===== src/logic/lsu_bus_pkg.sv =====
package lsu_bus_pkg;

    // pipeline stall vector, one bit per stage
    localparam int STALL_W     = 6;
    localparam int MEM_STAGE   = 4;
    localparam int FETCH_STAGE = 1;

    // htrans encodings, only single transfers are issued
    localparam logic [1:0] HTRANS_IDLE   = 2'b00;
    localparam logic [1:0] HTRANS_NONSEQ = 2'b10;

    localparam logic [2:0] HBURST_SINGLE = 3'b000;

    localparam logic [2:0] HSIZE_BYTE = 3'b000;
    localparam logic [2:0] HSIZE_HALF = 3'b001;
    localparam logic [2:0] HSIZE_WORD = 3'b010;

    // hprot bit 0 marks a data access
    localparam logic [3:0] HPROT_DATA = 4'b0001;

    typedef enum logic [3:0] {
        LB, LH, LW, LBU, LHU, SB, SH, SW
    } lsu_op_e;

    typedef enum logic [1:0] {
        IDLE, READ, WRITE, READ_WAIT
    } ahb_state_e;

    // memory stage request
    typedef struct packed {
        logic        re;
        logic        we;
        lsu_op_e     op;
        logic [31:0] addr;
        logic [31:0] wdata;
    } lsu_req_t;

    // request after lane placement
    typedef struct packed {
        logic        re;
        logic        we;
        logic [31:0] addr;
        logic [31:0] wdata;
        logic [2:0]  size;
    } ahb_req_t;

    typedef struct packed {
        logic        hsel;
        logic [1:0]  htrans;
        logic [31:0] haddr;
        logic        hwrite;
        logic [2:0]  hsize;
        logic [2:0]  hburst;
        logic [3:0]  hprot;
        logic        hmastlock;
        logic [31:0] hwdata;
    } ahb_mst_t;

endpackage


===== src/logic/lsu_align.sv =====
`timescale 1ns/100ps

module lsu_align import lsu_bus_pkg::*; (
    input  lsu_req_t    req_i,
    input  logic [31:0] rdata_raw_i,
    output ahb_req_t    bus_req_o,
    output logic [31:0] rdata_o
);

    logic [7:0]  load_byte;
    logic [15:0] load_half;

    // store side, size from the opcode and data copied to every lane
    always_comb begin
        bus_req_o.re   = req_i.re;
        bus_req_o.we   = req_i.we;
        bus_req_o.addr = req_i.addr;
        case (req_i.op)
            LB, LBU, SB: begin
                bus_req_o.size  = HSIZE_BYTE;
                bus_req_o.wdata = {4{req_i.wdata[7:0]}};
            end
            LH, LHU, SH: begin
                bus_req_o.size  = HSIZE_HALF;
                bus_req_o.wdata = {2{req_i.wdata[15:0]}};
            end
            default: begin
                bus_req_o.size  = HSIZE_WORD;
                bus_req_o.wdata = req_i.wdata;
            end
        endcase
    end

    // lane select for loads
    always_comb begin
        case (req_i.addr[1:0])
            2'd0:    load_byte = rdata_raw_i[7:0];
            2'd1:    load_byte = rdata_raw_i[15:8];
            2'd2:    load_byte = rdata_raw_i[23:16];
            default: load_byte = rdata_raw_i[31:24];
        endcase
        if (req_i.addr[1]) begin
            load_half = rdata_raw_i[31:16];
        end else begin
            load_half = rdata_raw_i[15:0];
        end
    end

    // sign or zero extension
    always_comb begin
        case (req_i.op)
            LB: begin
                rdata_o = {{24{load_byte[7]}}, load_byte};
            end
            LBU: begin
                rdata_o = {24'h0, load_byte};
            end
            LH: begin
                rdata_o = {{16{load_half[15]}}, load_half};
            end
            LHU: begin
                rdata_o = {16'h0, load_half};
            end
            default: begin
                rdata_o = rdata_raw_i;
            end
        endcase
    end

endmodule


===== config.mk =====
export PLATFORM = sky130hd
export DESIGN_NAME = lsu_align
export DESIGN_NICKNAME = d
export VERILOG_FILES = /design/src/logic/lsu_bus_pkg.sv /design/src/logic/lsu_align.sv
export SDC_FILE = /design/constraint.sdc
export NUM_CORES = 1
export LEC_CHECK = 0
export ABC_CLOCK_PERIOD_IN_PS = 2800
export BUFFER_PORTS_ARGS = -buffer_cell sky130_fd_sc_hd__buf_4
export CELL_PAD_IN_SITES_DETAIL_PLACEMENT = 1
export CELL_PAD_IN_SITES_GLOBAL_PLACEMENT = 1
export CORE_MARGIN = 5
export CORE_UTILIZATION = 21
export DETAILED_ROUTE_END_ITERATION = 10
export MAX_ROUTING_LAYER = met4
export PLACE_DENSITY = 0.95
export SLEW_MARGIN = 15
export SYNTH_ARGS = -nofsm -noshare
export SYNTH_HDL_FRONTEND = slang
export SYNTH_SLANG_ARGS = --single-unit
export TNS_END_PERCENT = 50

===== constraint.sdc =====
create_clock -name vclk -period 2.8
set_input_delay 0.56 -clock vclk [all_inputs]
set_output_delay 0.56 -clock vclk [all_outputs]
set_load 0.02 [all_outputs]

==> impl_results.md, run 1 <==
- Syn Area/Cell: 9.102 sq um
- Worst rel slew slack: 46.97%
- Placed cell count: 361
- I/O Buffers: around 140
- Drt first pass iters: 4
- Post-Synth XOR/XNOR Area: roughly 2.8%
- Register area: 0 sq um
- Starting density of the core: between 20% and 30%
- Area Overhead vs Synth: 52.33%
- Outcome: finished, final reports clean
- Worst Hold End: bus_req_o[40]
- RSZ-0062 raised after global routing: false
- Initial antenna violation count: 0
- Sequential cells: 0
- Die footprint: 9233 sq um
- GP Congestion: 0.7182
- Fraction of the mapped netlist area in adder cells: 0%
- Die width: 96.09 um
- Leak: 0.001245 uW
- Non-Filler Instances: 362
- Die Y: 96.09 um
- Clock Buffer Count: 0
- Compound-Gate Fraction of Synth Area: a little over a quarter
- Estimated wirelength of the detail-placed design: between 5000 and 6000 um
- Post-route ant nets: 0
- Cells after Synth: 171
- Total Routing Usage GR: around 14%
- Leading area contributor after synthesis: buf_4
- Share of layout cells above drive strength 1: 70.72%
- Setup TNS: 0 ns
- Hold Buf Count CTS: 0
- Syn_nets: 273
- Sw Share: 50.09%
- Critical Path Max Stage Delay: 0.49 ns
- Global-route wire length before repair: 9922 um
- Unique masters post-synth: 29
- Power Density: 237.3 nW/um^2
- Largest family of logic cells by synthesized area: multiplexers
- Most common cell on crit path: buf_4
- Clock period minus worst slack: about 2.7 ns
- Pint: 280.8 uW
- Share of power burned in registers: 0%
- FMAX: 375.3 MHz
- Vias in the first global route: 1923
- CP cell instances: buf_4 > buf_4 > mux4_2 > and3_1 > a221o_1 > buf_4
- DRT Wirelength: around 7000 um
- Synth Area in Simple Gates: around 14%
- Via count of the routed design: 1786
- Diodes inserted: 0
- Clock power share: 0%
- Tcrit/Tclk final: 95.15%
- Top cell type's share of synthesized area: 22.19%
- Placeable Area: 7253 sq um
- Slew @ Worst Pin: 0.7955 ns
- Hold path cells: 0
- Fin. max-slew vios: 0
- FILL cells: 893
- Post-route DRC: 0
- Mux cell area share after synthesis: between 30 and 40%
- Switching power: 281.8 uW
- Max-cap violations: 0
- Ys Warns: 0
- Drt via density: around 4.9
- Arrival time at the worst endpoint: 2.10 ns
- Largest cells by area after synthesis: buf_4 (22%), mux2_2 (17%), a221o_1 (11%)
- Hold Startpoint: req_i[37]
- Num rows: 31
- Count of final hold-check violations: 0
- CP Launch Type: input port
- Worst Setup End Kind: output pin
- Hold crit path type: input port to output pin
- Cell area after synthesis: 1556 sq um
- Worst EP required: between 2 and 2.5 ns
- Routed WL per cell: 19.23 um
- Largest net degree at the start of global routing: 25
- IO Pins: 203
- Worst Path Class, Setup: input port to output pin
- Post-synthesis sequential area ratio: 0%
- DRT iter0 DRCs: 51
- Peak VDD IR: roughly 0.084 mV
- Grt ovf: 0
- Setup violations, final: 0
- Comb pwr share: 100.0%
- Crit path max fanout: 15
- Slowest CP cell: mux4_2
- # nets final: 367
-- placed cells by master, fill, tap and decap left out, drive strengths merged --
cell,n
a211o,1
a21o,16
a21oi,3
a221o,17
a22oi,7
and3,8
buf,147
conb,1
inv,1
mux2,24
mux2i,1
mux4,8
nand2,8
nand2b,2
nand3b,1
nor2,2
nor2b,9
nor3,1
nor4,2
nor4b,1
o41ai,1
xnor2,2
-- cells in the mapped netlist --
cell      number
mux4_1         3
buf_6          5
inv_1          1
o41ai_4        1
buf_4         46
nand2b_1       2
buf_2          1
mux2i_1        1
and3_1         8
nor2b_1        9
a22oi_1        7
nor3_1         1
xnor2_2        1
clkbuf_1       3
nor2_2         1
a21o_1        16
a21oi_2        3
mux4_2         5
nand2_1        7
nand3b_1       1
a221o_1       17
a211o_1        1
mux2_2        24
nand2_2        1
nor2_1         1
conb_1         1
nor4b_4        1
xnor2_4        1
nor4_1         2
-- worst max-delay path by stage --
stage                     startpoint       endpoint  slack, ns  cells past startpoint
after detailed placement   req_i[64]     rdata_o[3]     -0.003                      6
after CTS                  req_i[64]     rdata_o[8]       0.09                      7
after floorplan            req_i[65]  bus_req_o[17]       0.35                      6
final                      req_i[33]     rdata_o[3]       0.14                      6
after global routing       req_i[33]     rdata_o[3]       0.03                      6
after global placement     req_i[64]     rdata_o[3]       0.02                      6
-- power by group through the flow --
stage	Combinational (uW)	Sequential, uW	Clock (uW)
after floorplan	384	0	0
after global placement	554	0	0
after detailed placement	566	0	0
after CTS	569	0	0
after global routing	602	0	0
final	563	0	0
-- per-layer routing --
layer  routed length, um  vias up  track usage [%]
li1                    -      799                -
met1                2506      841            14.84
met2                3582      134            27.37
met3                 780       12            1.955
met4                  94        0            2.725
met5                   0        -                -
-- cell families (layout without fill, tap and decap cells) --
| family | after synthesis | count (layout) |
|---|---|---|
| AOI/OAI and AO/OA | 45 | 45 |
| xor gates and xnor gates | 2 | 2 |
| buffers and inverters | 56 | 148 |
| muxes | 33 | 33 |
| other | 1 | 1 |
| and+or+nand+nor | 34 | 34 |
-- cell type report --
type	instances	area, sq um	share of cell area (%)
well taps	99	123.9	5.224
repair buffers	147	1104	46.54
multi-input cells	115	1140	48.07
inverters	1	3.754	0.1583
-- worst max-delay path: cells and delay by family --
kind	cells	cell delay (ns)
multiplexers	1	0.49
AND/OR/NAND/NOR	1	0.20
buffers and inverters	3	0.57
AO/OA/AOI/OAI	1	0.27
-- metrics by stage --
step	power, uW	hold slack, ns	setup slack [ns]	utilization (%)	cell area, sq um
after global placement	553.8	1.120	0.02174	32.52	2359
after detailed placement	565.6	1.120	-0.003379	32.52	2359
after CTS	569.0	1.120	0.08511	32.62	2366
after global routing	601.6	1.120	0.02532	32.69	2371
after floorplan	383.6	1.233	0.3534	-	1556
final	562.5	1.120	0.1357	32.69	2371
-- repair_timing --
| action | CTS | global route |
|---|---|---|
| resized for setup | 0 | 1 |
| setup buffers | 1 | 0 |
| endpoints found under the setup margin | 1 | 1 |
| pin swaps | 1 | 0 |
| endpoints found under the hold margin | 0 | 0 |
(Power assumes the default switching activity.)
==> inputs of run 2 (changes only) <==
--- a/config.mk
+++ b/config.mk
@@ -12,7 +12,6 @@
 export CORE_MARGIN = 5
 export CORE_UTILIZATION = 21
 export DETAILED_ROUTE_END_ITERATION = 10
-export MAX_ROUTING_LAYER = met4
 export PLACE_DENSITY = 0.95
 export SLEW_MARGIN = 15
 export SYNTH_ARGS = -nofsm -noshare
==> run 2 against run 1 <==
Sequential cell count is the same; setup slack better by 0.0017 ns; hold slack unchanged; total power down 0.18%; clock-buffer cell count stayed put; critical path type unchanged; critical path depth is the same; global-route usage decreased by 0.45 points; wire length shrank 0.42%; largest cell class unchanged; die area unchanged; cell count is the same; non-clock buffer count is the same; via count is 0.34% lower.
==> impl_results.md, run 2 (same netlist as run 1, synthesis figures left out) <==
- Outcome: finished, final reports clean
- # nets final: 367 (unchanged)
- Clock Buffer Count: 0 (unchanged)
- RSZ-0062 raised after global routing: false
- Area Overhead vs Synth: 52.01%
- Global-route wire length before repair: 9929 um (about the same)
- CP Launch Type: input port
- CP bufs+invs: 3 (unchanged)
- Hold crit path type: input port to output pin
- Max-cap violations: 0 (unchanged)
- Most frequent cells in the layout: buf_4 (147), mux2_2 (24), a221o_1 (17), a21o_1 (16), nor2b_1 (9)
- DRT iter0 DRCs: 50 (-2.0%)
- Worst EP required: 2.24 ns (about the same)
- Drt first pass iters: 4 (unchanged)
- Post-route DRC: 0 (unchanged)
- Clock period minus worst slack: 2.663 ns (-0.001719 ns)
- Post CTS Setup Buffer Count: 1 (unchanged)
- Power Density: 237.3 nW/um^2 (about the same)
- Die width: 96.09 um (unchanged)
- Total Routing Usage GR: 13.57% (-0.45 points)
- Setup violations, final: 0 (unchanged)
- Estimated wirelength of the detail-placed design: 5830 um (unchanged)
- Setup TNS: 0 ns (unchanged)
- Via count of the routed design: 1780 (-0.34%)
- CP cell instances: buf_4 > buf_4 > mux4_2 > and3_1 > a221o_1 > buf_4
- IO Pins: 203 (unchanged)
- Grt ovf: 0 (unchanged)
- Num rows: 31 (unchanged)
- Final core occ: 32.62% (-0.069 points)
- Initial antenna violation count: 0 (unchanged)
- Most common cell on crit path: buf_4
- Slowest CP cell: mux4_2
- Worst Setup End Kind: output pin
- Starting density of the core: 21.46% (unchanged)
- Worst Path Class, Setup: input port to output pin
- I/O Buffers: 138 (unchanged)
- Most common cell after layout, fill and taps aside: buf_4
- Register area: 0 sq um (unchanged)
- Arrival time at the worst endpoint: 2.10 ns (about the same)
- Die Y: 96.09 um (unchanged)
- Peak VDD IR: 0.08354 mV (-0.56%)
- Worst rel slew slack: 47.40% (+0.43 points)
- Count of final hold-check violations: 0 (unchanged)
- Largest net degree at the start of global routing: 25 (unchanged)
- Vias in the first global route: 1912 (-0.57%)
- Die footprint: 9233 sq um (unchanged)
- GP Congestion: 0.7101 (-1.1%)
- Critical Path Max Stage Delay: 0.49 ns (about the same)
- Routed WL per cell: 19.15 um (-0.42%)
- Fin. max-slew vios: 0 (unchanged)
- Post-CTS sizing: 0 (unchanged)
- Sequential cells: 0 (unchanged)
- Drt via density: 4.917 (-0.34%)
- Top delay family on crit path: buffers and inverters
- DRT Wirelength: 6934 um (-0.42%)
- Slew @ Worst Pin: 0.7830 ns (-0.01249 ns)
- FMAX: 375.6 MHz (about the same)
- Hold Buf Count CTS: 0 (unchanged)
- Post-route ant nets: 0 (unchanged)
- Leak: 0.001244 uW (about the same)
- Placeable Area: 7253 sq um (unchanged)
- Tcrit/Tclk final: 95.09% (about the same)
- Crit path max fanout: 15 (unchanged)
- Diodes inserted: 0 (unchanged)
- Share of layout cells above drive strength 1: 70.34% (-0.38 points)
run 2: cell counts in the layout (fill, tap and decap cells not counted):
No cell type changed its count.
run 2: cell type report:
type	instances	area (sq um)
inverters	1	3.754
well taps	99	123.9
fillers	893	4887
multi-input cells	115	1135
repair buffers	147	1104
run 2: per-stage QoR:
stage                     hold WS, ns  total power [uW]  instances  setup WS, ns  instance area (sq um)
after global routing            1.120             600.9        362     0.0002922                   2366
final                           1.120             561.6        362        0.1374                   2366
after detailed placement        1.120             565.6        361     -0.003379                   2359
after global placement          1.120             553.8        361       0.02174                   2359
after CTS                       1.120             569.0        362       0.08511                   2366
after floorplan                 1.233             383.6        171        0.3534                   1556
run 2: where the power goes:
group | total, uW | internal [uW] | switching [uW]
sequential | 0 | 0 | 0
combinational | 562 | 281 | 281
clock | 0 | 0 | 0
run 2: worst paths after layout:
path              cells past startpoint       from       endpoint
setup / recovery                      6  req_i[33]     rdata_o[3]
hold / removal                        0  req_i[37]  bus_req_o[40]
run 2: routing by layer:
| metal | up-vias | track usage (%) | wire (um) |
|---|---|---|---|
| li1 | 798 | - | - |
| met1 | 835 | 13.99 | 2404 |
| met2 | 137 | 27.20 | 3563 |
| met3 | 10 | 3.284 | 887 |
| met4 | 0 | 2.725 | 78 |
| met5 | - | 0 | 0 |
