--- src/logic/lsu_bus_pkg.sv ---
package lsu_bus_pkg;

    // pipeline stall vector, one bit per stage
    localparam int STALL_W     = 6;
    localparam int MEM_STAGE   = 4;
    localparam int FETCH_STAGE = 1;

    // htrans encodings, only single transfers are issued
    localparam logic [1:0] HTRANS_IDLE   = 2'b00;
    localparam logic [1:0] HTRANS_NONSEQ = 2'b10;

    localparam logic [2:0] HBURST_SINGLE = 3'b000;

    localparam logic [2:0] HSIZE_BYTE = 3'b000;
    localparam logic [2:0] HSIZE_HALF = 3'b001;
    localparam logic [2:0] HSIZE_WORD = 3'b010;

    // hprot bit 0 marks a data access
    localparam logic [3:0] HPROT_DATA = 4'b0001;

    typedef enum logic [3:0] {
        LB, LH, LW, LBU, LHU, SB, SH, SW
    } lsu_op_e;

    typedef enum logic [1:0] {
        IDLE, READ, WRITE, READ_WAIT
    } ahb_state_e;

    // memory stage request
    typedef struct packed {
        logic        re;
        logic        we;
        lsu_op_e     op;
        logic [31:0] addr;
        logic [31:0] wdata;
    } lsu_req_t;

    // request after lane placement
    typedef struct packed {
        logic        re;
        logic        we;
        logic [31:0] addr;
        logic [31:0] wdata;
        logic [2:0]  size;
    } ahb_req_t;

    typedef struct packed {
        logic        hsel;
        logic [1:0]  htrans;
        logic [31:0] haddr;
        logic        hwrite;
        logic [2:0]  hsize;
        logic [2:0]  hburst;
        logic [3:0]  hprot;
        logic        hmastlock;
        logic [31:0] hwdata;
    } ahb_mst_t;

endpackage

--- src/logic/ls_ahb_master.sv ---
`timescale 1ns/100ps

module ls_ahb_master import lsu_bus_pkg::*; (
    input  logic               clk,
    input  logic               rst_n,
    input  ahb_req_t           bus_req_i,
    input  logic [STALL_W-1:0] stall_i,
    input  logic               hready_i,
    input  logic [31:0]        hrdata_i,
    output ahb_mst_t           ahb_o,
    output logic [31:0]        rdata_raw_o,
    output logic               stallreq_o
);

    ahb_state_e  state_q;
    ahb_state_e  state_d;
    logic        req_any;
    logic        rd_done;
    logic        mem_stall;
    logic        wr_start;
    logic        addr_phase;
    logic [31:0] hwdata_q;
    logic [31:0] rdata_q;

    assign req_any   = bus_req_i.re | bus_req_i.we;
    assign rd_done   = (state_q == READ) && hready_i;
    assign mem_stall = stall_i[MEM_STAGE];

    always_ff @(posedge clk or negedge rst_n) begin
        if (!rst_n) begin
            state_q <= IDLE;
        end else begin
            state_q <= state_d;
        end
    end

    // read:            IDLE -> READ -> READ_WAIT -> IDLE
    // write:           IDLE -> WRITE -> IDLE
    // read then write: IDLE -> READ -> WRITE -> IDLE
    // IDLE and READ ignore the stall, otherwise our own stallreq would lock us up
    always_comb begin
        state_d = state_q;
        case (state_q)
            IDLE: begin
                if (bus_req_i.re) begin
                    state_d = READ;
                end else if (bus_req_i.we) begin
                    state_d = WRITE;
                end
            end
            READ: begin
                if (hready_i) begin
                    state_d = bus_req_i.we ? WRITE : READ_WAIT;
                end
            end
            WRITE: begin
                if (hready_i && !mem_stall) begin
                    state_d = IDLE;
                end
            end
            READ_WAIT: begin
                if (!mem_stall) begin
                    state_d = IDLE;
                end
            end
            default: begin
                state_d = IDLE;
            end
        endcase
    end

    // write address phase, from IDLE or straight out of a finished read
    assign wr_start = (state_q != WRITE) && (state_d == WRITE);

    // address phase goes out in the same cycle the request is seen
    assign addr_phase = ((state_q == IDLE) && req_any) || wr_start;

    // data for the write data phase, held through wait states
    always_ff @(posedge clk) begin
        if (wr_start) begin
            hwdata_q <= bus_req_i.wdata;
        end
    end

    // read data captured when the data phase completes
    always_ff @(posedge clk or negedge rst_n) begin
        if (!rst_n) begin
            rdata_q <= 32'h0;
        end else if (rd_done) begin
            rdata_q <= hrdata_i;
        end
    end

    always_comb begin
        ahb_o.hsel      = req_any;
        ahb_o.htrans    = addr_phase ? HTRANS_NONSEQ : HTRANS_IDLE;
        ahb_o.haddr     = bus_req_i.addr;
        ahb_o.hwrite    = wr_start;
        ahb_o.hsize     = bus_req_i.size;
        ahb_o.hburst    = HBURST_SINGLE;
        ahb_o.hprot     = HPROT_DATA;
        ahb_o.hmastlock = 1'b0;
        ahb_o.hwdata    = hwdata_q;
    end

    assign rdata_raw_o = rdata_q;

    // no stall term here, keeps the path to the stall controller loop free
    assign stallreq_o = ((state_q == IDLE) && req_any) || !hready_i || rd_done;

endmodule

--- config.mk ---
export PLATFORM = sky130hd
export DESIGN_NAME = ls_ahb_master
export DESIGN_NICKNAME = d
export VERILOG_FILES = /design/src/logic/lsu_bus_pkg.sv /design/src/logic/ls_ahb_master.sv
export SDC_FILE = /design/constraint.sdc
export NUM_CORES = 1
export LEC_CHECK = 0
export BUFFER_PORTS_ARGS = -buffer_cell sky130_fd_sc_hd__buf_2
export CAP_MARGIN = 30
export CORE_AREA = 3 3 90 92
export DETAILED_ROUTE_END_ITERATION = 8
export DIE_AREA = 0 0 93 95
export MAX_ROUTING_LAYER = met4
export PLACE_DENSITY = 0.8
export SKIP_CTS_REPAIR_TIMING = 1
export SLEW_MARGIN = 20
export SYNTH_ARGS = -nofsm -noshare
export SYNTH_HDL_FRONTEND = slang
export SYNTH_SLANG_ARGS = --single-unit
--- constraint.sdc ---
create_clock -name clk -period 2.01 [get_ports clk]
set_input_delay 0.201 -clock clk [delete_from_list [all_inputs] [get_ports clk]]
set_output_delay 0.201 -clock clk [all_outputs]
set_load 0.01 [all_outputs]
==> flow_metrics.env, run 1 <==
export IMPL_synth_seq_area_share_pct=64.2
export IMPL_syn_instance_count=170
export IMPL_drv_cap=0
export IMPL_setup_violations=0
export IMPL_grt_pass1_wl_um=8350
export IMPL_crit_family="flip-flops"
export IMPL_period_share_pct=92.6
export IMPL_hold_path_class="in2reg"
export IMPL_die_x_um=93
export IMPL_via_count=1630
export IMPL_boundaryPins=222
export IMPL_n_antenna_cell=0
export IMPL_drc=0
export IMPL_grt_most_used_layer="met2"
export IMPL_synth_cell_types=24
export IMPL_final_cell_area_sq_um=3560
export IMPL_r2r_slack_ns=0.40
export IMPL_r2r_cells=3
export IMPL_worstMarginPinSlew_ns=0.764
export IMPL_drt_total_wl_um=5740
export IMPL_critPathCaptureType="output port"
export IMPL_fin_cells=382
export IMPL_hpwl_um=4500
export IMPL_globalRouteMet1Util_pct=14.4
export IMPL_clkTransAtPathRegs_ns=0.08
export IMPL_start_util_pct=38.7
export IMPL_cts_tree="done"
export IMPL_cp_arrival_ns=1.66
export IMPL_grt_pass1_vias=1568
export IMPL_drt_wirelength_per_cell_um=15.0
export IMPL_hold_viol=0
export IMPL_min_period_ns=1.86
export IMPL_status="finished, final reports clean"
export IMPL_final_layout_size_suffix_gt1_share_pct=67.8
export IMPL_die_area_sq_um=8840
export IMPL_utilization_pct=48.8
export IMPL_critPathBufInv=2
export IMPL_pwr_share_comb_pct=32.9
export IMPL_placed_cells=365
export IMPL_dr_pass1_iters=4
export IMPL_critPathSlowestCell="dfrtp_1"
export IMPL_dpl_cell_area_sq_um=3310
export IMPL_fp_row_count=31
export IMPL_yosys_warnings=0
export IMPL_mostFrequentLayoutCells="buf_2 (137), dfrtp_1 (34), edfxtp_1 (32)"
export IMPL_worstSetupPathType="reg2out"
export IMPL_hold_depth=1
export IMPL_slew_headroom_pct=49.0
export IMPL_max_vdd_ir_drop_v=0.000595
export IMPL_yosys_register_bits=66
export IMPL_drtAntennaViolNets=0
export IMPL_clockBufferDepth=2
export IMPL_final_setup_tns_ns=0
export IMPL_grt_overflow_total=0
export IMPL_worstPathRequired_ns=1.81
export IMPL_max_freq_ghz=0.538
export IMPL_drt_iter0_drc=67
export IMPL_cp_max_fo=33
export IMPL_grt_antenna_before_repair=0
export IMPL_switching_share_pct=29.3
export IMPL_synth_avg_cell_area_sq_um=16.6
export IMPL_r2r_end="rdata_raw_o[30]"
export IMPL_internal_power_w=0.00360
export IMPL_core_sq_um=7290
export IMPL_grt_util_met2_pct=20.8
export IMPL_min_to="hwdata_q[26]"
export IMPL_vias_per_cell=4.27
export IMPL_switchingPower_w=0.00149
export IMPL_rsz0062_at_grt="false"
export IMPL_crit_chain="nand2b_1 -> o2111a_1 -> buf_12 -> buf_2"
export IMPL_max_stage_delay_ns=0.53
export IMPL_p_per_area_nw_per_um2=1430
export IMPL_clock_latency_ns=0.33
export IMPL_skew_ns=0.00918
export IMPL_hold_start="bus_req_i[29]"
export IMPL_dieHeight_um=95
export IMPL_area_growth_pct=25.9
export IMPL_place_gp_congestion=0.734
export IMPL_cts_sinks=66
export IMPL_cts_max_level=3
export IMPL_grt_max_degree=35
export IMPL_root_buffer="clkbuf_8"
export IMPL_p_total_w=0.00509
export IMPL_startpoint_type="register"
export IMPL_p_clk_share_pct=24.9
export IMPL_maxSlewViolCount=0
export IMPL_syn_area_sq_um=2820
export IMPL_reg2reg_from="state_q[0]"
export IMPL_cts_inserted_buffers=9
export IMPL_final_common_cell="buf_2"
export IMPL_grt_util_met3_pct=5.42
export IMPL_nets=388
export IMPL_p_leak_nw=1.77
export IMPL_port_buffers=137
export IMPL_p_seq_share_pct=42.2
export IMPL_grt_use_total_pct=13.1
==> cell type report <==
type,count,area [sq um]
clock buffer,10,138
sequential,66,1810
timing repair buffer,142,751
inverter,2,7.51
tap,99,124
clock inverter,6,95.1
multi-input combinational,57,629
fill,652,3740
==> synth_stat cells <==
cell type / number / area [sq um]
a21bo_2: 1 / 10.0
a21boi_0: 1 / 7.51
a21o_1: 1 / 7.51
a21oi_1: 1 / 5.00
a31oi_1: 1 / 6.26
buf_4: 49 / 368
buf_6: 3 / 33.8
conb_1: 2 / 7.51
dfrtp_1: 34 / 851
edfxtp_1: 32 / 961
inv_1: 2 / 7.51
mux2_2: 2 / 22.5
mux2_4: 30 / 450
nand2_1: 1 / 3.75
nand2b_1: 1 / 6.26
nand3b_4: 1 / 20.0
nor2_1: 1 / 3.75
nor3_1: 1 / 5.00
nor3b_1: 1 / 7.51
o2111a_1: 1 / 11.3
o21ai_0: 1 / 5.00
o21bai_1: 1 / 7.51
o32a_1: 1 / 10.0
or2_2: 1 / 6.26
==> worst reg2reg max path: cells and delay by family (launching register included) <==
family | cells | cell delay, ns
buffers and inverters | 1 | 0.30
DFF | 1 | 0.53
muxes | 1 | 0.30
and+or+nand+nor | 1 | 0.37
==> how the worst max path moves through the flow <==
| stage | to | start | cells past startpoint | slack, ns |
|---|---|---|---|---|
| finish | ahb_o[43] | state_q[0] | 4 | 0.15 |
| global route | ahb_o[43] | state_q[0] | 4 | 0.02 |
| CTS | ahb_o[43] | state_q[0] | 4 | 0.11 |
| detailed placement | rdata_raw_o[30] | state_q[0] | 3 | 0.38 |
| global placement | rdata_raw_o[21] | state_q[0] | 3 | 0.43 |
| floorplan | ahb_o[43] | state_q[0] | 4 | 0.10 |
==> per-layer routing <==
metal  part of all wire, %  vias up
li1                      -      749
met1                    36      759
met2                    49      104
met3                    13       18
met4                   2.4        0
met5                     0        -
==> registers in the layout, indices dropped and copies added, names as in the netlist <==
signal,count
hwdata_q,32
rdata_raw_o,32
state_q,2
==> power by group through the flow <==
stage               clock, W  sequential, W  combinational, W
CTS                  0.00131        0.00215           0.00171
floorplan                  0        0.00233          0.000956
detailed placement         0        0.00217           0.00171
global route         0.00137        0.00221           0.00180
finish               0.00127        0.00215           0.00167
global placement           0        0.00215           0.00166
==> through the flow <==
| stage | hold slack (ns) | setup WS (ns) |
|---|---|---|
| 6_report | 0.0340 | 0.150 |
| 5_1_grt | 0.00555 | 0.0247 |
| 4_1_cts | -0.0517 | 0.113 |
| 3_5_place_dp | 0.335 | 0.377 |
| 3_3_place_gp | 0.301 | 0.431 |
| 2_1_floorplan | -0.0946 | 0.104 |
==> cells by family (layout without fill, tap and decap cells) <==
kind of cell | Yosys count | in the layout | synth area share, %
mux | 32 | 32 | 16.7
buf+inv | 54 | 160 | 14.5
flops | 66 | 66 | 64.2
compound gates | 9 | 9 | 2.48
other cells | 2 | 9 | 0.266
simple gates | 7 | 7 | 1.86
Power figures use the tool's default switching activity.
==> run 2, diff against run 1 <==
--- a/config.mk
+++ b/config.mk
@@ -5,13 +5,14 @@
 export SDC_FILE = /design/constraint.sdc
 export NUM_CORES = 1
 export LEC_CHECK = 0
+export ABC_AREA = 1
 export BUFFER_PORTS_ARGS = -buffer_cell sky130_fd_sc_hd__buf_2
 export CAP_MARGIN = 30
-export CORE_AREA = 3 3 90 92
+export CORE_AREA = 3 3 89 91
 export DETAILED_ROUTE_END_ITERATION = 8
-export DIE_AREA = 0 0 93 95
+export DIE_AREA = 0 0 92 94
 export MAX_ROUTING_LAYER = met4
-export PLACE_DENSITY = 0.8
+export PLACE_DENSITY = 0.81
 export SKIP_CTS_REPAIR_TIMING = 1
 export SLEW_MARGIN = 20
 export SYNTH_ARGS = -nofsm -noshare
==> run 2 against run 1 <==
- maximum frequency up 2.7%
- final area down 1.7%
- first-iteration DRC count up 7.5%
- non-clock buffer count up 1
- sequential power about the same
- utilization down 0.31 points
- synthesized cell count up 48%
- final cell count up 20%
- area after synthesis down 1.5%
- clock-buffer cell count unchanged
- wire length up 13%
- critical path type unchanged
- largest cell class unchanged
- highest routed layer unchanged
==> flow_metrics.env, run 2 <==
export IMPL_grt_antenna_before_repair=0
export IMPL_crit_family="buffers and inverters"
export IMPL_max_freq_ghz=0.552
export IMPL_dr_pass1_iters=4
export IMPL_synth_cell_types=16
export IMPL_cts_sinks=66
export IMPL_yosys_warnings=0
export IMPL_hold_start="bus_req_i[21]"
export IMPL_startpoint_type="register"
export IMPL_drc=0
export IMPL_synth_area_top_cells="edfxtp_1 (35%), dfrtp_1 (31%), buf_4 (14%), nand2_1 (10%), nand3_1 (6.1%)"
export IMPL_grt_use_total_pct=15.4
export IMPL_startpoint="state_q[1]"
export IMPL_syn_instance_count=251
export IMPL_fp_row_count=31
export IMPL_crit_chain="nand2_1 -> inv_1 -> nor2_1 -> nand3_1 -> inv_1 -> nand2_1 -> inv_2 -> buf_12 -> buf_2"
export IMPL_n_antenna_cell=0
export IMPL_grt_overflow_total=0
export IMPL_critPathCaptureType="output port"
export IMPL_worstSetupPathType="reg2out"
export IMPL_synth_top_area_share_pct=34.5
export IMPL_grt_max_degree=35
export IMPL_min_period_ns=1.81
export IMPL_yosys_most_used_dff="dfrtp_1"
export IMPL_synth_most_common_cell="nand2_1"
export IMPL_die_x_um=92
export IMPL_yosys_area_top_type="edfxtp_1"
export IMPL_hpwl_um=4780
export IMPL_rsz0062_at_grt="false"
export IMPL_drt_iter0_drc=72
export IMPL_hold_path_class="in2reg"
export IMPL_p_per_area_nw_per_um2=1400
export IMPL_max_stage_delay_ns=0.45
export IMPL_via_count=2034
export IMPL_period_share_pct=90.2
export IMPL_synth_top_cells_by_count="nand2_1 (76), buf_4 (51), dfrtp_1 (34), nand3_1 (34), edfxtp_1 (32)"
export IMPL_final_setup_tns_ns=0
export IMPL_synth_seq_area_share_pct=65.1
export IMPL_maxSlewViolCount=0
export IMPL_cts_max_level=3
export IMPL_worstPathRequired_ns=1.81
export IMPL_whs_ns=0.0400
export IMPL_boundaryPins=222
export IMPL_critPathBufInv=5
export IMPL_critPathSlowestCell="dfrtp_2"
export IMPL_clockBufferDepth=2
export IMPL_core_sq_um=7210
export IMPL_mostFrequentLayoutCells="buf_2 (137), nand2_1 (76), nand3_1 (34)"
export IMPL_slew_headroom_pct=48.8
export IMPL_worstMarginPinSlew_ns=0.769
export IMPL_synth_edf_count=32
export IMPL_die_area_sq_um=8650
export IMPL_area_growth_pct=25.6
export IMPL_cp_arrival_ns=1.61
export IMPL_hold_viol=0
export IMPL_clock_latency_ns=0.33
export IMPL_nets=465
export IMPL_drv_cap=0
export IMPL_async_flop_share_pct=51.5
export IMPL_reg2reg_from="state_q[1]"
export IMPL_skew_ns=0.00631
export IMPL_root_buffer="clkbuf_8"
export IMPL_cts_inserted_buffers=9
export IMPL_syn_area_sq_um=2780
export IMPL_clkTransAtPathRegs_ns=0.07
export IMPL_drtAntennaViolNets=0
export IMPL_grt_pass1_vias=1952
export IMPL_status="finished, final reports clean"
export IMPL_drt_wirelength_per_cell_um=14.1
export IMPL_cts_tree="done"
export IMPL_place_gp_congestion=0.769
export IMPL_synth_avg_cell_area_sq_um=11.1
export IMPL_cp_max_fo=17
export IMPL_grt_pass1_wl_um=9810
export IMPL_port_buffers=137
export IMPL_drt_total_wl_um=6470
export IMPL_vias_per_cell=4.43
export IMPL_final_layout_size_suffix_gt1_share_pct=45.3
export IMPL_max_vdd_ir_drop_v=0.000407
export IMPL_dieHeight_um=94
export IMPL_p_leak_nw=1.83
export IMPL_start_util_pct=38.6
export IMPL_final_common_cell="buf_2"
export IMPL_setup_violations=0
export IMPL_yosys_register_bits=66
[run 2: area by class of cell]
cell class                      instances  area (sq um)
Clock inverter                          6          90.1
Tap cell                               99           124
Sequential cell                        66          1810
Fill cell                             667          3720
Multi-Input combinational cell        128           542
Timing Repair Buffer                  143           763
Clock buffer                           10           138
Inverter                                7          26.3
[run 2: cell families (layout without fill, tap and decap cells)]
| kind of cell | count (synthesis) | count (layout) | share of synthesized area (%) |
|---|---|---|---|
| AND/OR/NAND/NOR | 116 | 116 | 17.7 |
| flip-flops | 66 | 66 | 65.1 |
| other | 2 | 9 | 0.270 |
| AO/OA/AOI/OAI | 3 | 3 | 0.539 |
| buffers and inverters | 64 | 166 | 16.4 |
[run 2: worst paths after layout]
path | cells past startpoint | end | slack [ns]
setup / recovery | 9 | ahb_o[43] | 0.20
hold / removal | 1 | hwdata_q[18] | 0.04
setup reg to reg | 6 | rdata_raw_o[9] | 0.51
hold reg to reg | 2 | rdata_raw_o[1] | 0.47
max in group asynchronous | 2 | state_q[1] | 0.98
min in group asynchronous | 2 | rdata_raw_o[18] | 0.49
[run 2: per-stage QoR]
step | setup slack [ns] | area, sq um | instances | utilization (%) | total power (W)
after floorplan | 0.129 | 2810 | 258 | - | 0.00309
after global routing | 0.0104 | 3500 | 459 | 48.5 | 0.00523
after CTS | 0.0873 | 3460 | 457 | 48.0 | 0.00492
after detailed placement | 0.468 | 3230 | 441 | 44.8 | 0.00367
after global placement | 0.518 | 3230 | 441 | 44.8 | 0.00363
final | 0.198 | 3500 | 459 | 48.5 | 0.00489
[run 2: layer usage]
metal | wire (um) | vias up | track usage (%)
met5 | 0 | - | -
met4 | 229 | 0 | 9.53
met3 | 697 | 29 | 5.13
met2 | 3080 | 116 | 24.1
met1 | 2470 | 927 | 17.1
li1 | - | 962 | -
[run 2: worst register-to-register path: cells and delay by family, from the launching register on]
family                 cells  cell delay [ns]
buffers and inverters      2             0.60
and+or+nand+nor            4             0.35
DFF                        1             0.45
[run 2: power by group]
group          switching [W]  internal [W]  total [W]
registers           0.000199       0.00194    0.00213
clock network       0.000495      0.000734    0.00123
logic               0.000923      0.000608    0.00153
==> run 3, diff against run 2 <==
--- a/config.mk
+++ b/config.mk
@@ -8,9 +8,9 @@
 export ABC_AREA = 1
 export BUFFER_PORTS_ARGS = -buffer_cell sky130_fd_sc_hd__buf_2
 export CAP_MARGIN = 30
-export CORE_AREA = 3 3 89 91
+export CORE_AREA = 3 3 99 82
 export DETAILED_ROUTE_END_ITERATION = 8
-export DIE_AREA = 0 0 92 94
+export DIE_AREA = 0 0 102 85
 export MAX_ROUTING_LAYER = met4
 export PLACE_DENSITY = 0.81
 export SKIP_CTS_REPAIR_TIMING = 1
==> run 3 against run 2 <==
- critical path depth unchanged
- wire length down 2.6%
- utilization down 0.67 points
- clock power about the same
- sequential power about the same
- final cell count down 1.7%
- combinational power about the same
- register-to-register slack about the same
- critical endpoint unchanged
- highest routed layer unchanged
==> flow_metrics.env, run 3 (synthesis results as in run 2) <==
export IMPL_core_sq_um=7290
export IMPL_place_gp_congestion=0.801
export IMPL_fp_row_count=28
export IMPL_register_area_sq_um=1810
export IMPL_grt_use_total_pct=14.3
export IMPL_grt_overflow_total=0
export IMPL_mostFrequentLayoutCells="buf_2 (137), nand2_1 (76), nand3_1 (34)"
export IMPL_dr_pass1_iters=4
export IMPL_max_vdd_ir_drop_v=0.000670
export IMPL_clockBufferDepth=2
export IMPL_dieHeight_um=85
export IMPL_final_setup_tns_ns=0
export IMPL_drv_cap=0
export IMPL_hpwl_um=4600
export IMPL_period_share_pct=93.3
export IMPL_internal_power_w=0.00326
export IMPL_drtAntennaViolNets=0
export IMPL_setup_violations=0
export IMPL_final_layout_size_suffix_gt1_share_pct=45.2
export IMPL_boundaryPins=222
export IMPL_hold_viol=0
export IMPL_via_count=2062
export IMPL_drt_iter0_drc=86
export IMPL_maxSlewViolCount=0
export IMPL_pwr_share_comb_pct=31.5
export IMPL_drt_wirelength_per_cell_um=14.0
export IMPL_cts_sinks=66
export IMPL_grt_pass1_vias=1918
export IMPL_cp_arrival_ns=1.68
export IMPL_switchingPower_w=0.00164
export IMPL_grt_max_degree=35
export IMPL_vias_per_cell=4.57
export IMPL_final_common_cell="buf_2"
export IMPL_worstPathRequired_ns=1.81
export IMPL_port_buffers=137
export IMPL_grt_pass1_wl_um=9360
export IMPL_clkTransAtPathRegs_ns=0.08
export IMPL_p_per_area_nw_per_um2=1410
export IMPL_cts_tree="done"
export IMPL_cp_max_fo=17
export IMPL_clock_latency_ns=0.33
export IMPL_start_util_pct=38.2
export IMPL_die_x_um=102
export IMPL_grt_antenna_before_repair=0
export IMPL_worstMarginPinSlew_ns=0.758
export IMPL_rsz0062_at_grt="false"
export IMPL_worst_slack_ns=0.134
export IMPL_slew_headroom_pct=49.5
export IMPL_pre_cts_slack_ns=0.454
export IMPL_die_area_sq_um=8670
export IMPL_n_antenna_cell=0
export IMPL_p_clk_share_pct=24.9
export IMPL_p_seq_share_pct=43.6
export IMPL_root_buffer="clkbuf_8"
export IMPL_switching_share_pct=33.5
export IMPL_min_period_ns=1.88
export IMPL_cts_inserted_buffers=9
export IMPL_skew_ns=0.00750
export IMPL_max_freq_ghz=0.533
export IMPL_nFillCells=675
export IMPL_cts_max_level=3
export IMPL_drc=0
export IMPL_critPathCaptureType="output port"
export IMPL_drt_total_wl_um=6300
export IMPL_worstSetupPathType="reg2out"
export IMPL_status="finished, final reports clean"
export IMPL_hold_path_class="in2reg"
export IMPL_startpoint_type="register"
export IMPL_nets=466
export IMPL_p_leak_nw=1.83
export IMPL_multi_input_area_sq_um=542
export IMPL_area_growth_pct=25.1
==> run 3: changes by cell type in the layout (fill, tap and decap cells not counted) <==
cell      previous run  this run
buf_4                3         4
clkinv_4             2         1
o21ai_1              0         1
clkbuf_8            10         9
o21ai_0              2         1
clkbuf_1             0         1
inv_6                0         1
==> run 3: path summary, 6_finish.rpt <==
check | from | depth (start not counted) | slack [ns] | endpoint
setup / recovery | state_q[0] | 9 | 0.13 | ahb_o[43]
hold / removal | bus_req_i[8] | 1 | 0.04 | hwdata_q[5]
setup reg to reg | state_q[0] | 8 | 0.51 | hwdata_q[6]
hold reg to reg | rdata_raw_o[15] | 2 | 0.47 | rdata_raw_o[15]
max in group asynchronous | rst_n | 2 | 1.00 | state_q[1]
min in group asynchronous | rst_n | 2 | 0.47 | rdata_raw_o[13]
==> run 3: layer usage <==
| metal | track usage, % | vias up | share of wire, % |
|---|---|---|---|
| li1 | - | 970 | - |
| met1 | 16.7 | 953 | 40 |
| met2 | 22.2 | 119 | 46 |
| met3 | 4.85 | 20 | 11 |
| met4 | 6.44 | 0 | 2.3 |
| met5 | - | - | 0 |
==> run 3: power groups by stage <==
stage / clock network (W) / logic (W) / registers (W)
2_1_floorplan: 0 / 0.000698 / 0.00239
3_3_place_gp: 0 / 0.00147 / 0.00215
3_5_place_dp: 0 / 0.00152 / 0.00216
4_1_cts: 0.00126 / 0.00151 / 0.00214
5_1_grt: 0.00131 / 0.00173 / 0.00219
6_report: 0.00122 / 0.00154 / 0.00213
==> run 3: area by class of cell <==
| type | count | share of cell area [%] |
|---|---|---|
| tap | 90 | 3.23 |
| clock inverter | 6 | 2.59 |
| timing repair buffer | 144 | 22.1 |
| sequential | 66 | 52.1 |
| clock buffer | 10 | 3.67 |
| inverter | 7 | 0.755 |
| multi-input combinational | 128 | 15.6 |
==> run 3: worst max-delay path, cell delays in order, from the launching register on <==
cell and delay, ns:
dfrtp_1 0.40, inv_2 0.10, nand2_1 0.08, nand2_1 0.08, nand2_1 0.06, nand2_1 0.10
nand2_1 0.09, inv_2 0.12, buf_12 0.16, buf_2 0.14
==> run 3: through the flow <==
step                      instances  hold slack, ns  utilization (%)  power [W]  instance area (sq um)
final                           451          0.0383             47.8    0.00489                   3480
after floorplan                 258         -0.0946                -    0.00309                   2810
after global placement          433           0.316             44.3    0.00362                   3230
after CTS                       449         -0.0511             47.3    0.00491                   3450
after detailed placement        433           0.329             44.3    0.00367                   3230
after global routing            451          0.0111             47.8    0.00523                   3480
